## config.mk

```make
export PLATFORM = sky130hd
export DESIGN_NAME = readout_top
export DESIGN_NICKNAME = d
export VERILOG_FILES = /design/src/wb_pkg.sv /design/src/stream_pkg.sv /design/src/chan_if.sv /design/src/readout_top.sv /design/src/word_arbiter.sv /design/src/byte_router.sv /design/src/fifo_8_to_32.sv /design/src/generic_fifo.sv
export SDC_FILE = /design/constraint.sdc
export NUM_CORES = 2
export LEC_CHECK = 0
export ABC_AREA = 1
export BUFFER_PORTS_ARGS = -buffer_cell sky130_fd_sc_hd__buf_2
export CORE_AREA = 5 5 518 775
export CTS_CLUSTER_DIAMETER = 30
export DETAILED_ROUTE_END_ITERATION = 12
export DIE_AREA = 0 0 523 780
export PLACE_DENSITY_LB_ADDON = 0.08
export SLEW_MARGIN = 40
export SYNTH_ARGS = -nofsm -noshare
export SYNTH_HDL_FRONTEND = slang
export SYNTH_SLANG_ARGS = --single-unit
```

## constraint.sdc

```tcl
create_clock -name CLK -period 14.4 [get_ports CLK]
set_clock_uncertainty 0.2 [all_clocks]
set_input_delay 1.44 -clock CLK [delete_from_list [all_inputs] [get_ports CLK]]
set_output_delay 1.44 -clock CLK [all_outputs]
set_load 0.02 [all_outputs]
```

## src/wb_pkg.sv

```systemverilog
// --------------------------------------------------
// wishbone register map of the readout buffer
// --------------------------------------------------
package wb_pkg;

    // bus widths.
    localparam int adr_w  = 2;
    localparam int data_w = 32;

    // address map.
    localparam logic [adr_w-1:0] adr_data   = 2'd0; // pop one word.
    localparam logic [adr_w-1:0] adr_status = 2'd1; // status, read only.
    localparam logic [adr_w-1:0] adr_ctrl   = 2'd2; // channel enables.

    // status fields.
    localparam int st_mask_lsb = 0;  // non-empty mask.
    localparam int st_mask_msb = 3;
    localparam int st_last_lsb = 4;  // last served channel.
    localparam int st_last_msb = 5;
    localparam int st_drop_lsb = 8;  // dropped byte count.
    localparam int st_drop_msb = 15;

    // control fields.
    localparam int ctrl_en_lsb = 0;
    localparam int ctrl_en_msb = 3;

    localparam int drop_max = 255;   // drop counter saturates here.

endpackage

```

## src/stream_pkg.sv

```systemverilog
// --------------------------------------------------
// stream data path definitions
// channel count, FIFO depths and the packed word view
// --------------------------------------------------
package stream_pkg;

    // ----------------------------------------------
    // channel geometry
    // ----------------------------------------------
    localparam int n_chan = 4;      // number of channel buffers.
    localparam int chan_w = 2;      // bits of a channel number.

    // ----------------------------------------------
    // per channel storage
    // ----------------------------------------------
    localparam int byte_depth = 64; // byte FIFO entries.
    localparam int word_depth = 16; // word FIFO entries.

    // one 32 bit readout word.
    // the packer fills it byte by byte, the bus side reads it flat.
    typedef union packed {
        logic [31:0]     word;      // flat view.
        logic [3:0][7:0] bytes;     // byte 0 sits in bits 7:0.
    } word_u;

endpackage
```

## src/chan_if.sv

```systemverilog
// --------------------------------------------------
// one channel link, byte write side and word read side
// --------------------------------------------------
`timescale 1ns/1ns

interface chan_if;

    // byte side.
    logic        write;
    logic [7:0]  data;
    logic        full;

    // word side, word is valid while empty is low.
    logic        read;
    logic        empty;
    logic [31:0] word;

    // router.
    modport feed (
        output write, data,
        input  full
    );

    // channel buffer.
    modport chan (
        input  write, data, read,
        output full, empty, word
    );

    // bus arbiter.
    modport drain (
        output read,
        input  empty, word
    );

endinterface

```

## src/readout_top.sv

```systemverilog
// --------------------------------------------------
// readout buffer top level
// router, four channel buffers and the bus arbiter
// --------------------------------------------------
`timescale 1ns/1ns

module readout_top (
    input  logic                          CLK,
    input  logic                          RST,
    input  logic                          byte_valid,
    input  logic [stream_pkg::chan_w-1:0] byte_chan,
    input  logic [7:0]                    byte_data,
    input  logic                          wb_cyc,
    input  logic                          wb_stb,
    input  logic                          wb_we,
    input  logic [wb_pkg::adr_w-1:0]      wb_adr,
    input  logic [wb_pkg::data_w-1:0]     wb_wdata,
    output logic [wb_pkg::data_w-1:0]     wb_rdata,
    output logic                          wb_ack
);

    import stream_pkg::*;

    logic              drop;
    logic [n_chan-1:0] enable;

    chan_if ch_if [n_chan] ();

    byte_router router_i (
        .CLK        (CLK),
        .RST        (RST),
        .byte_valid (byte_valid),
        .byte_chan  (byte_chan),
        .byte_data  (byte_data),
        .enable     (enable),
        .drop       (drop),
        .ch         (ch_if)
    );

    // ----------------------------------------------
    // channel buffers
    // ----------------------------------------------
    for (genvar g = 0; g < n_chan; g++) begin : g_chan
        fifo_8_to_32 chan_i (
            .CLK (CLK),
            .RST (RST),
            .ch  (ch_if[g])
        );
    end

    word_arbiter arb_i (
        .CLK      (CLK),
        .RST      (RST),
        .wb_cyc   (wb_cyc),
        .wb_stb   (wb_stb),
        .wb_we    (wb_we),
        .wb_adr   (wb_adr),
        .wb_wdata (wb_wdata),
        .wb_rdata (wb_rdata),
        .wb_ack   (wb_ack),
        .drop     (drop),
        .enable   (enable),
        .ch       (ch_if)
    );

endmodule

```

## src/word_arbiter.sv

```systemverilog
// --------------------------------------------------
// wishbone slave, round-robin word drain
// also holds the status and channel enable registers
// --------------------------------------------------
`timescale 1ns/1ns

module word_arbiter (
    input  logic                          CLK,
    input  logic                          RST,
    input  logic                          wb_cyc,
    input  logic                          wb_stb,
    input  logic                          wb_we,
    input  logic [wb_pkg::adr_w-1:0]      wb_adr,
    input  logic [wb_pkg::data_w-1:0]     wb_wdata,
    output logic [wb_pkg::data_w-1:0]     wb_rdata,
    output logic                          wb_ack,
    input  logic                          drop,
    output logic [stream_pkg::n_chan-1:0] enable,
    chan_if.drain                         ch [stream_pkg::n_chan]
);

    import stream_pkg::*;
    import wb_pkg::*;

    localparam int drop_w = st_drop_msb - st_drop_lsb + 1;

    logic [n_chan-1:0] not_empty;
    logic [n_chan-1:0] rd_sel;
    word_u             words [n_chan];
    logic [chan_w-1:0] last_q;
    logic [chan_w-1:0] sel;
    logic [chan_w-1:0] idx;
    logic              found;
    logic [drop_w-1:0] drop_cnt;
    logic              req;
    logic              pop;
    logic [data_w-1:0] status;

    // ----------------------------------------------
    // channel side
    // ----------------------------------------------
    for (genvar g = 0; g < n_chan; g++) begin : g_drain
        assign not_empty[g]  = !ch[g].empty;
        assign words[g].word = ch[g].word;
        assign rd_sel[g]     = pop && (sel == chan_w'(g));
        assign ch[g].read    = rd_sel[g];
    end

    // search starts just after the last served channel and wraps.
    always_comb begin
        found = 1'b0;
        sel   = last_q;
        idx   = last_q;
        for (int k = 1; k <= n_chan; k++) begin
            idx = last_q + chan_w'(k);
            if (!found && not_empty[idx]) begin
                found = 1'b1;
                sel   = idx;
            end
        end
    end

    // ----------------------------------------------
    // bus decode
    // ----------------------------------------------
    assign req = wb_cyc && wb_stb && !wb_ack;   // new request only.
    assign pop = req && !wb_we && (wb_adr == adr_data) && found;

    always_comb begin
        status = '0;
        status[st_mask_msb:st_mask_lsb] = not_empty;
        status[st_last_msb:st_last_lsb] = last_q;
        status[st_drop_msb:st_drop_lsb] = drop_cnt;
    end

    always_ff @(posedge CLK) begin
        if (RST) begin
            wb_ack   <= 1'b0;
            enable   <= '1;                 // all channels on.
            drop_cnt <= '0;
            last_q   <= chan_w'(n_chan - 1); // first search starts at channel 0.
        end else begin
            wb_ack <= req;
            if (pop)
                last_q <= sel;
            if (req && wb_we && (wb_adr == adr_ctrl))
                enable <= wb_wdata[ctrl_en_msb:ctrl_en_lsb];
            if (drop && (drop_cnt != drop_w'(drop_max)))
                drop_cnt <= drop_cnt + 1'b1;  // saturating.
        end
    end

    // read data goes out with the ack.
    always_ff @(posedge CLK) begin
        if (req) begin
            case (wb_adr)
                adr_data:   wb_rdata <= found ? words[sel].word : '0;
                adr_status: wb_rdata <= status;
                adr_ctrl:   wb_rdata <= data_w'(enable);
                default:    wb_rdata <= '0;
            endcase
        end
    end

endmodule

```

## src/byte_router.sv

```systemverilog
// --------------------------------------------------
// byte router, steers input bytes to the channels
// disabled or full targets turn into drop pulses
// --------------------------------------------------
`timescale 1ns/1ns

module byte_router (
    input  logic                        CLK,
    input  logic                        RST,
    input  logic                        byte_valid,
    input  logic [stream_pkg::chan_w-1:0] byte_chan,
    input  logic [7:0]                  byte_data,
    input  logic [stream_pkg::n_chan-1:0] enable,
    output logic                        drop,
    chan_if.feed                        ch [stream_pkg::n_chan]
);

    import stream_pkg::*;

    logic              vld_q;
    logic [chan_w-1:0] chan_q;
    logic [7:0]        data_q;
    logic [n_chan-1:0] accept;

    // input register stage.
    always_ff @(posedge CLK) begin
        if (RST)
            vld_q <= 1'b0;
        else
            vld_q <= byte_valid;
    end

    always_ff @(posedge CLK) begin
        chan_q <= byte_chan;
        data_q <= byte_data;
    end

    // full is checked on the write cycle itself, so no write is lost in flight.
    for (genvar g = 0; g < n_chan; g++) begin : g_feed
        assign accept[g]   = vld_q && (chan_q == chan_w'(g)) && enable[g] && !ch[g].full;
        assign ch[g].write = accept[g];
        assign ch[g].data  = data_q;
    end

    assign drop = vld_q && !(|accept);    // byte had nowhere to go.

endmodule

```

## src/fifo_8_to_32.sv

```systemverilog
// --------------------------------------------------
// channel buffer, bytes in and 32 bit words out
// byte FIFO, four byte packer, word FIFO
// --------------------------------------------------
`timescale 1ns/1ns

module fifo_8_to_32 (
    input  logic CLK,
    input  logic RST,
    chan_if.chan ch
);

    import stream_pkg::*;

    logic        byte_empty;
    logic [7:0]  byte_out;
    logic        rd_byte;
    logic [1:0]  byte_cnt;
    logic        wait_word;
    logic        word_wr;
    logic        word_full;
    word_u       word_buf;

    // ----------------------------------------------
    // byte queue
    // ----------------------------------------------
    generic_fifo #(
        .WIDTH(8),
        .DEPTH(byte_depth)
    ) byte_fifo_i (
        .CLK      (CLK),
        .RST      (RST),
        .write    (ch.write),
        .read     (rd_byte),
        .data_in  (ch.data),
        .full     (ch.full),
        .empty    (byte_empty),
        .data_out (byte_out)
    );

    // ----------------------------------------------
    // packer
    // ----------------------------------------------
    assign rd_byte = !byte_empty && !wait_word;   // one byte per cycle.

    always_ff @(posedge CLK) begin
        if (RST) begin
            byte_cnt  <= '0;
            wait_word <= 1'b0;
        end else if (word_wr) begin
            byte_cnt  <= '0;                      // word handed over.
            wait_word <= 1'b0;
        end else if (rd_byte) begin
            if (byte_cnt == 2'd3)
                wait_word <= 1'b1;                // hold until the word FIFO takes it.
            else
                byte_cnt <= byte_cnt + 1'b1;
        end
    end

    // one cycle push, held off while the word FIFO is full.
    always_ff @(posedge CLK) begin
        if (RST)
            word_wr <= 1'b0;
        else
            word_wr <= wait_word && !word_wr && !word_full;
    end

    always_ff @(posedge CLK) begin
        if (rd_byte)
            word_buf.bytes[byte_cnt] <= byte_out;     // lsb first.
    end

    // ----------------------------------------------
    // word queue
    // ----------------------------------------------
    generic_fifo #(
        .WIDTH(32),
        .DEPTH(word_depth)
    ) word_fifo_i (
        .CLK      (CLK),
        .RST      (RST),
        .write    (word_wr),
        .read     (ch.read),
        .data_in  (word_buf.word),
        .full     (word_full),
        .empty    (ch.empty),
        .data_out (ch.word)
    );

endmodule

```

## src/generic_fifo.sv

```systemverilog
// --------------------------------------------------
// synchronous show-ahead FIFO
// head entry is visible on data_out while not empty
// --------------------------------------------------
`timescale 1ns/1ns

module generic_fifo #(
    parameter int WIDTH = 8,
    parameter int DEPTH = 16
) (
    input  logic             CLK,
    input  logic             RST,
    input  logic             write,
    input  logic             read,
    input  logic [WIDTH-1:0] data_in,
    output logic             full,
    output logic             empty,
    output logic [WIDTH-1:0] data_out
);

    localparam int AW = (DEPTH > 1) ? $clog2(DEPTH) : 1;

    logic [WIDTH-1:0] mem [DEPTH];
    logic [AW-1:0]    wr_ptr;
    logic [AW-1:0]    rd_ptr;
    logic [AW:0]      count;
    logic             do_wr;
    logic             do_rd;

    function automatic logic [AW-1:0] next_ptr(input logic [AW-1:0] p);
        return (p == AW'(DEPTH - 1)) ? '0 : p + 1'b1;   // wrap at the end.
    endfunction

    assign do_wr = write && !full;          // full FIFO ignores writes.
    assign do_rd = read && !empty;

    always_ff @(posedge CLK) begin
        if (RST) begin
            wr_ptr <= '0;
            rd_ptr <= '0;
            count  <= '0;
        end else begin
            if (do_wr)
                wr_ptr <= next_ptr(wr_ptr);
            if (do_rd)
                rd_ptr <= next_ptr(rd_ptr);
            case ({do_wr, do_rd})
                2'b10:   count <= count + 1'b1;
                2'b01:   count <= count - 1'b1;
                default: count <= count;
            endcase
        end
    end

    always_ff @(posedge CLK) begin
        if (do_wr)
            mem[wr_ptr] <= data_in;
    end

    assign full     = (count == (AW + 1)'(DEPTH));
    assign empty    = (count == '0);
    assign data_out = mem[rd_ptr];      // show-ahead read.

endmodule

```

==> results.cfg <==
[sta]
slew-limit-headroom_pct = 38.6
slew_viol_final = 0
min_period_over_period_pct = 33.6
hold_slack_ns = 0.263
setup_viol = 0
grt_setup_unrepaired = false
final.min_clock_period_ns = 4.84
worst_pin_slew_ns = 0.909
final-hold-violation-count = 0
fmax_mhz = 207
setup_tns_ns = 0

[clock_tree]
cts_root_buffer = clkbuf_16
cts_setup_buffers = 0
cts_tree = built
clk_pin_slew_ns = 0.05
cts_inserted_buffers = 656
clock_latency_ns = 0.97
cts_resized = 0
cts_num_sinks = 4466
max-clock-path-buffers = 4
ctsHoldBuffers = 0
cts_max_level = 6

[logic_synthesis]
yosys_warnings = 0
synth_compound_area_share_pct = 11.2
synth_xor_area_share_pct = 0.239
synthesis.area_mm2 = 0.176
synth-simple-area-share_pct = 10.5
syn_inst = 14000
ys_async_sr_fraction_pct = 0
synth_edf_count = 4256
synth_fp_nets = 14100
syn_avg_cell_area_um2 = 12.6
synth_fa_ha_area_share_pct = 0.641
synthFlopType = edfxtp_1
seq_area_frac_synth_pct = 74.8
synth_seq_cells = 4466
synth_top_family_by_area = compound AO/OA/AOI/OAI gates
synth.area.top_cells = edfxtp_1 (72%), o21ai_0 (6.3%), nor2_1 (5.6%)
yosysTopAreaCell = edfxtp_1
ys_types = 49
synth_top_area_share_pct = 72.4
synthMuxAreaShare_pct = 0

[final_layout]
regArea_mm2 = 0.132
area_growth_pct = 16.7
nFillCells = 33000
multi_input_area_mm2 = 0.0408
nets = 14200
drive_gt1_share_pct = 11.9
design_area_mm2 = 0.206
finalCoreUtilization_pct = 52.3

[placement]
place_area_mm2 = 0.182
post-dp-hpwl_mm = 283
place_congestion = 0.854
portBuffers = 54

[critical_path]
r2r.worst_path.cells = 8
crit_required_ns = 14.81
cp_max_fo = 72
worstPathArrival_ns = 5.25
crit_path_start_kind = register
criticalPathCategory = reg -> reg
regToRegSetupSlack_ns = 9.56
endpoint_kind = register
worst_r2r_endpoint = g_chan[2].chan_i.word_buf[26]$_DFFE_PP_

[job]
max_cap_violations = 0

[floorplan]
die_x_um = 523
ios = 83
die_area_mm2 = 0.408
start_util_pct = 44.9
num_rows = 282
die_h_um = 780
coreArea_mm2 = 0.393

[route]
drc_errors = 0
drtIter0Drc = 9445
vias = 114000
first_pass_iters = 7
vias_per_cell = 5.73
wl_per_cell_um = 25.4
ant_nets = 0
routed_wl_mm = 505

[global_routing]
grt_max_degree = 164
grt_remaining_overflow = 0
grt_pass1_wl_mm = 739
gr-usage-all-layers_pct = 24.0
first_global_vias = 113000
antenna_found_initial = 8

[min_path]
hold_depth = 1
hold_end = g_chan[2].chan_i.byte_fifo_i.count[0]$_SDFFE_PP0P_
hp-class = reg -> reg
hp-start = g_chan[2].chan_i.byte_fifo_i.count[0]$_SDFFE_PP0P_

[pwr]
p_leak_nw = 68.6
power.density_mw_per_mm2 = 185
p_total_mw = 38.1
ir_worst_vdd_uv = 119

[outcome]
status = finished, final reports clean
-- state kept, by name, summed over array words and instances (netlist names), 8 cells and up, named ones only --
register                          count
g_chan.chan_i.word_fifo_i.rd_ptr     16
g_chan.chan_i.word_fifo_i.mem      2048
g_chan.chan_i.word_buf              128
arb_i.drop_cnt                        8
g_chan.chan_i.byte_fifo_i.rd_ptr     24
g_chan.chan_i.byte_fifo_i.wr_ptr     24
g_chan.chan_i.word_fifo_i.count      20
g_chan.chan_i.byte_fifo_i.mem      2048
router_i.ch.data                      8
g_chan.chan_i.word_fifo_i.wr_ptr     16
g_chan.chan_i.byte_fifo_i.count      28
g_chan.chan_i.byte_cnt                8
arb_i.wb_rdata                       32
-- worst max-delay path, cell delays in order (launching register included) --
cell and delay (ns):
dfxtp_4 0.72, buf_4 0.70, buf_4 0.72, o21ai_0 0.19, o22ai_1 0.29, nor2_1 0.11, o311ai_0 0.51, nand3_1 0.23
nand2_1 0.70
-- cell type report --
class	count	area share (%)
antenna	3	0.00365
inverter	254	0.500
clock buffer	727	8.26
multi-input combinational	8367	19.8
clock inverter	487	2.87
timing repair buffer	297	1.15
sequential	4466	64.2
tap	5254	3.19
-- cells in the mapped netlist (all sizes together), types with 3 or more instances --
cell type	instances
xnor2	9
o31ai	3
ha	84
nor3b	5
o22ai	980
fa	4
a22oi	4
inv	245
nor4	4
a21boi	4
o221ai	89
nand2	1249
o21a	11
nand3	644
clkbuf	768
clkinv	9
nand4	34
dfxtp	210
edfxtp	4256
xor2	37
nor2	2658
o21ai	2265
a21o	3
buf	132
or2	21
a21oi	135
nor3	24
o311ai	14
o211ai	53
and3	4
a211oi	8
o21bai	19
-- where the power goes --
group	switching, mW	internal (mW)	leakage (nW)
registers	0.700	15.2	40.0
logic	4.46	1.39	17.5
clock network	6.07	10.3	11.1
-- per-stage QoR --
| step | instances | setup WS (ns) |
|---|---|---|
| detailed placement | 18600 | 8.58 |
| CTS | 19800 | 9.60 |
| floorplan | 14000 | 8.77 |
| finish | 19900 | 9.56 |
| global route | 19900 | 9.38 |
| global placement | 18600 | 8.56 |
-- how the worst max path moves through the flow --
| stage | from | end | slack (ns) | depth (start not counted) |
|---|---|---|---|---|
| global placement | wb_cyc | g_chan[0].chan_i.word_fifo_i.count[4]$_SDFFE_PP0P_ | 8.56 | 20 |
| finish | register | g_chan[2].chan_i.word_buf[26]$_DFFE_PP_ | 9.56 | 8 |
| detailed placement | wb_cyc | g_chan[0].chan_i.word_fifo_i.count[4]$_SDFFE_PP0P_ | 8.58 | 20 |
| floorplan | wb_cyc | g_chan[0].chan_i.word_fifo_i.count[4]$_SDFFE_PP0P_ | 8.77 | 20 |
| CTS | wb_cyc | g_chan[0].chan_i.word_fifo_i.count[4]$_SDFFE_PP0P_ | 9.60 | 20 |
| global route | register | arb_i.wb_rdata[10]$_SDFFCE_PN0P_ | 9.38 | 13 |
-- kinds of logic after synthesis --
family,count (synthesis)
compound gates,3590
xor+xnor,46
fa+ha+maj,88
buf+inv,1154
flops,4466
simple gates,4643
-- cell usage in the layout (no fill, tap or decap), drive strengths merged, types with 89 or more instances in the layout --
cell    netlist  final
o21ai      2265   2265
clkbuf      768    727
nand3       644    644
bufinv        0     93
nand2      1249   1249
o221ai       89     89
a21oi       135    135
edfxtp     4256   4256
nor2       2658   2658
o22ai       980    980
clkinv        9    240
buf         132    297
dfxtp       210    210
inv         245    346
-- routing by layer --
metal  part of all wire, %  wire length, um  GRT usage [%]  vias up
li1                      -                -              -    51800
met1                    38           194000           29.2    57300
met2                    51           258000           42.4     3752
met3                   5.4            27400           3.17     1072
met4                   5.0            25400           11.1        2
met5                0.0069               35              0        -
No activity file was read; power rests on OpenSTA's default activity.
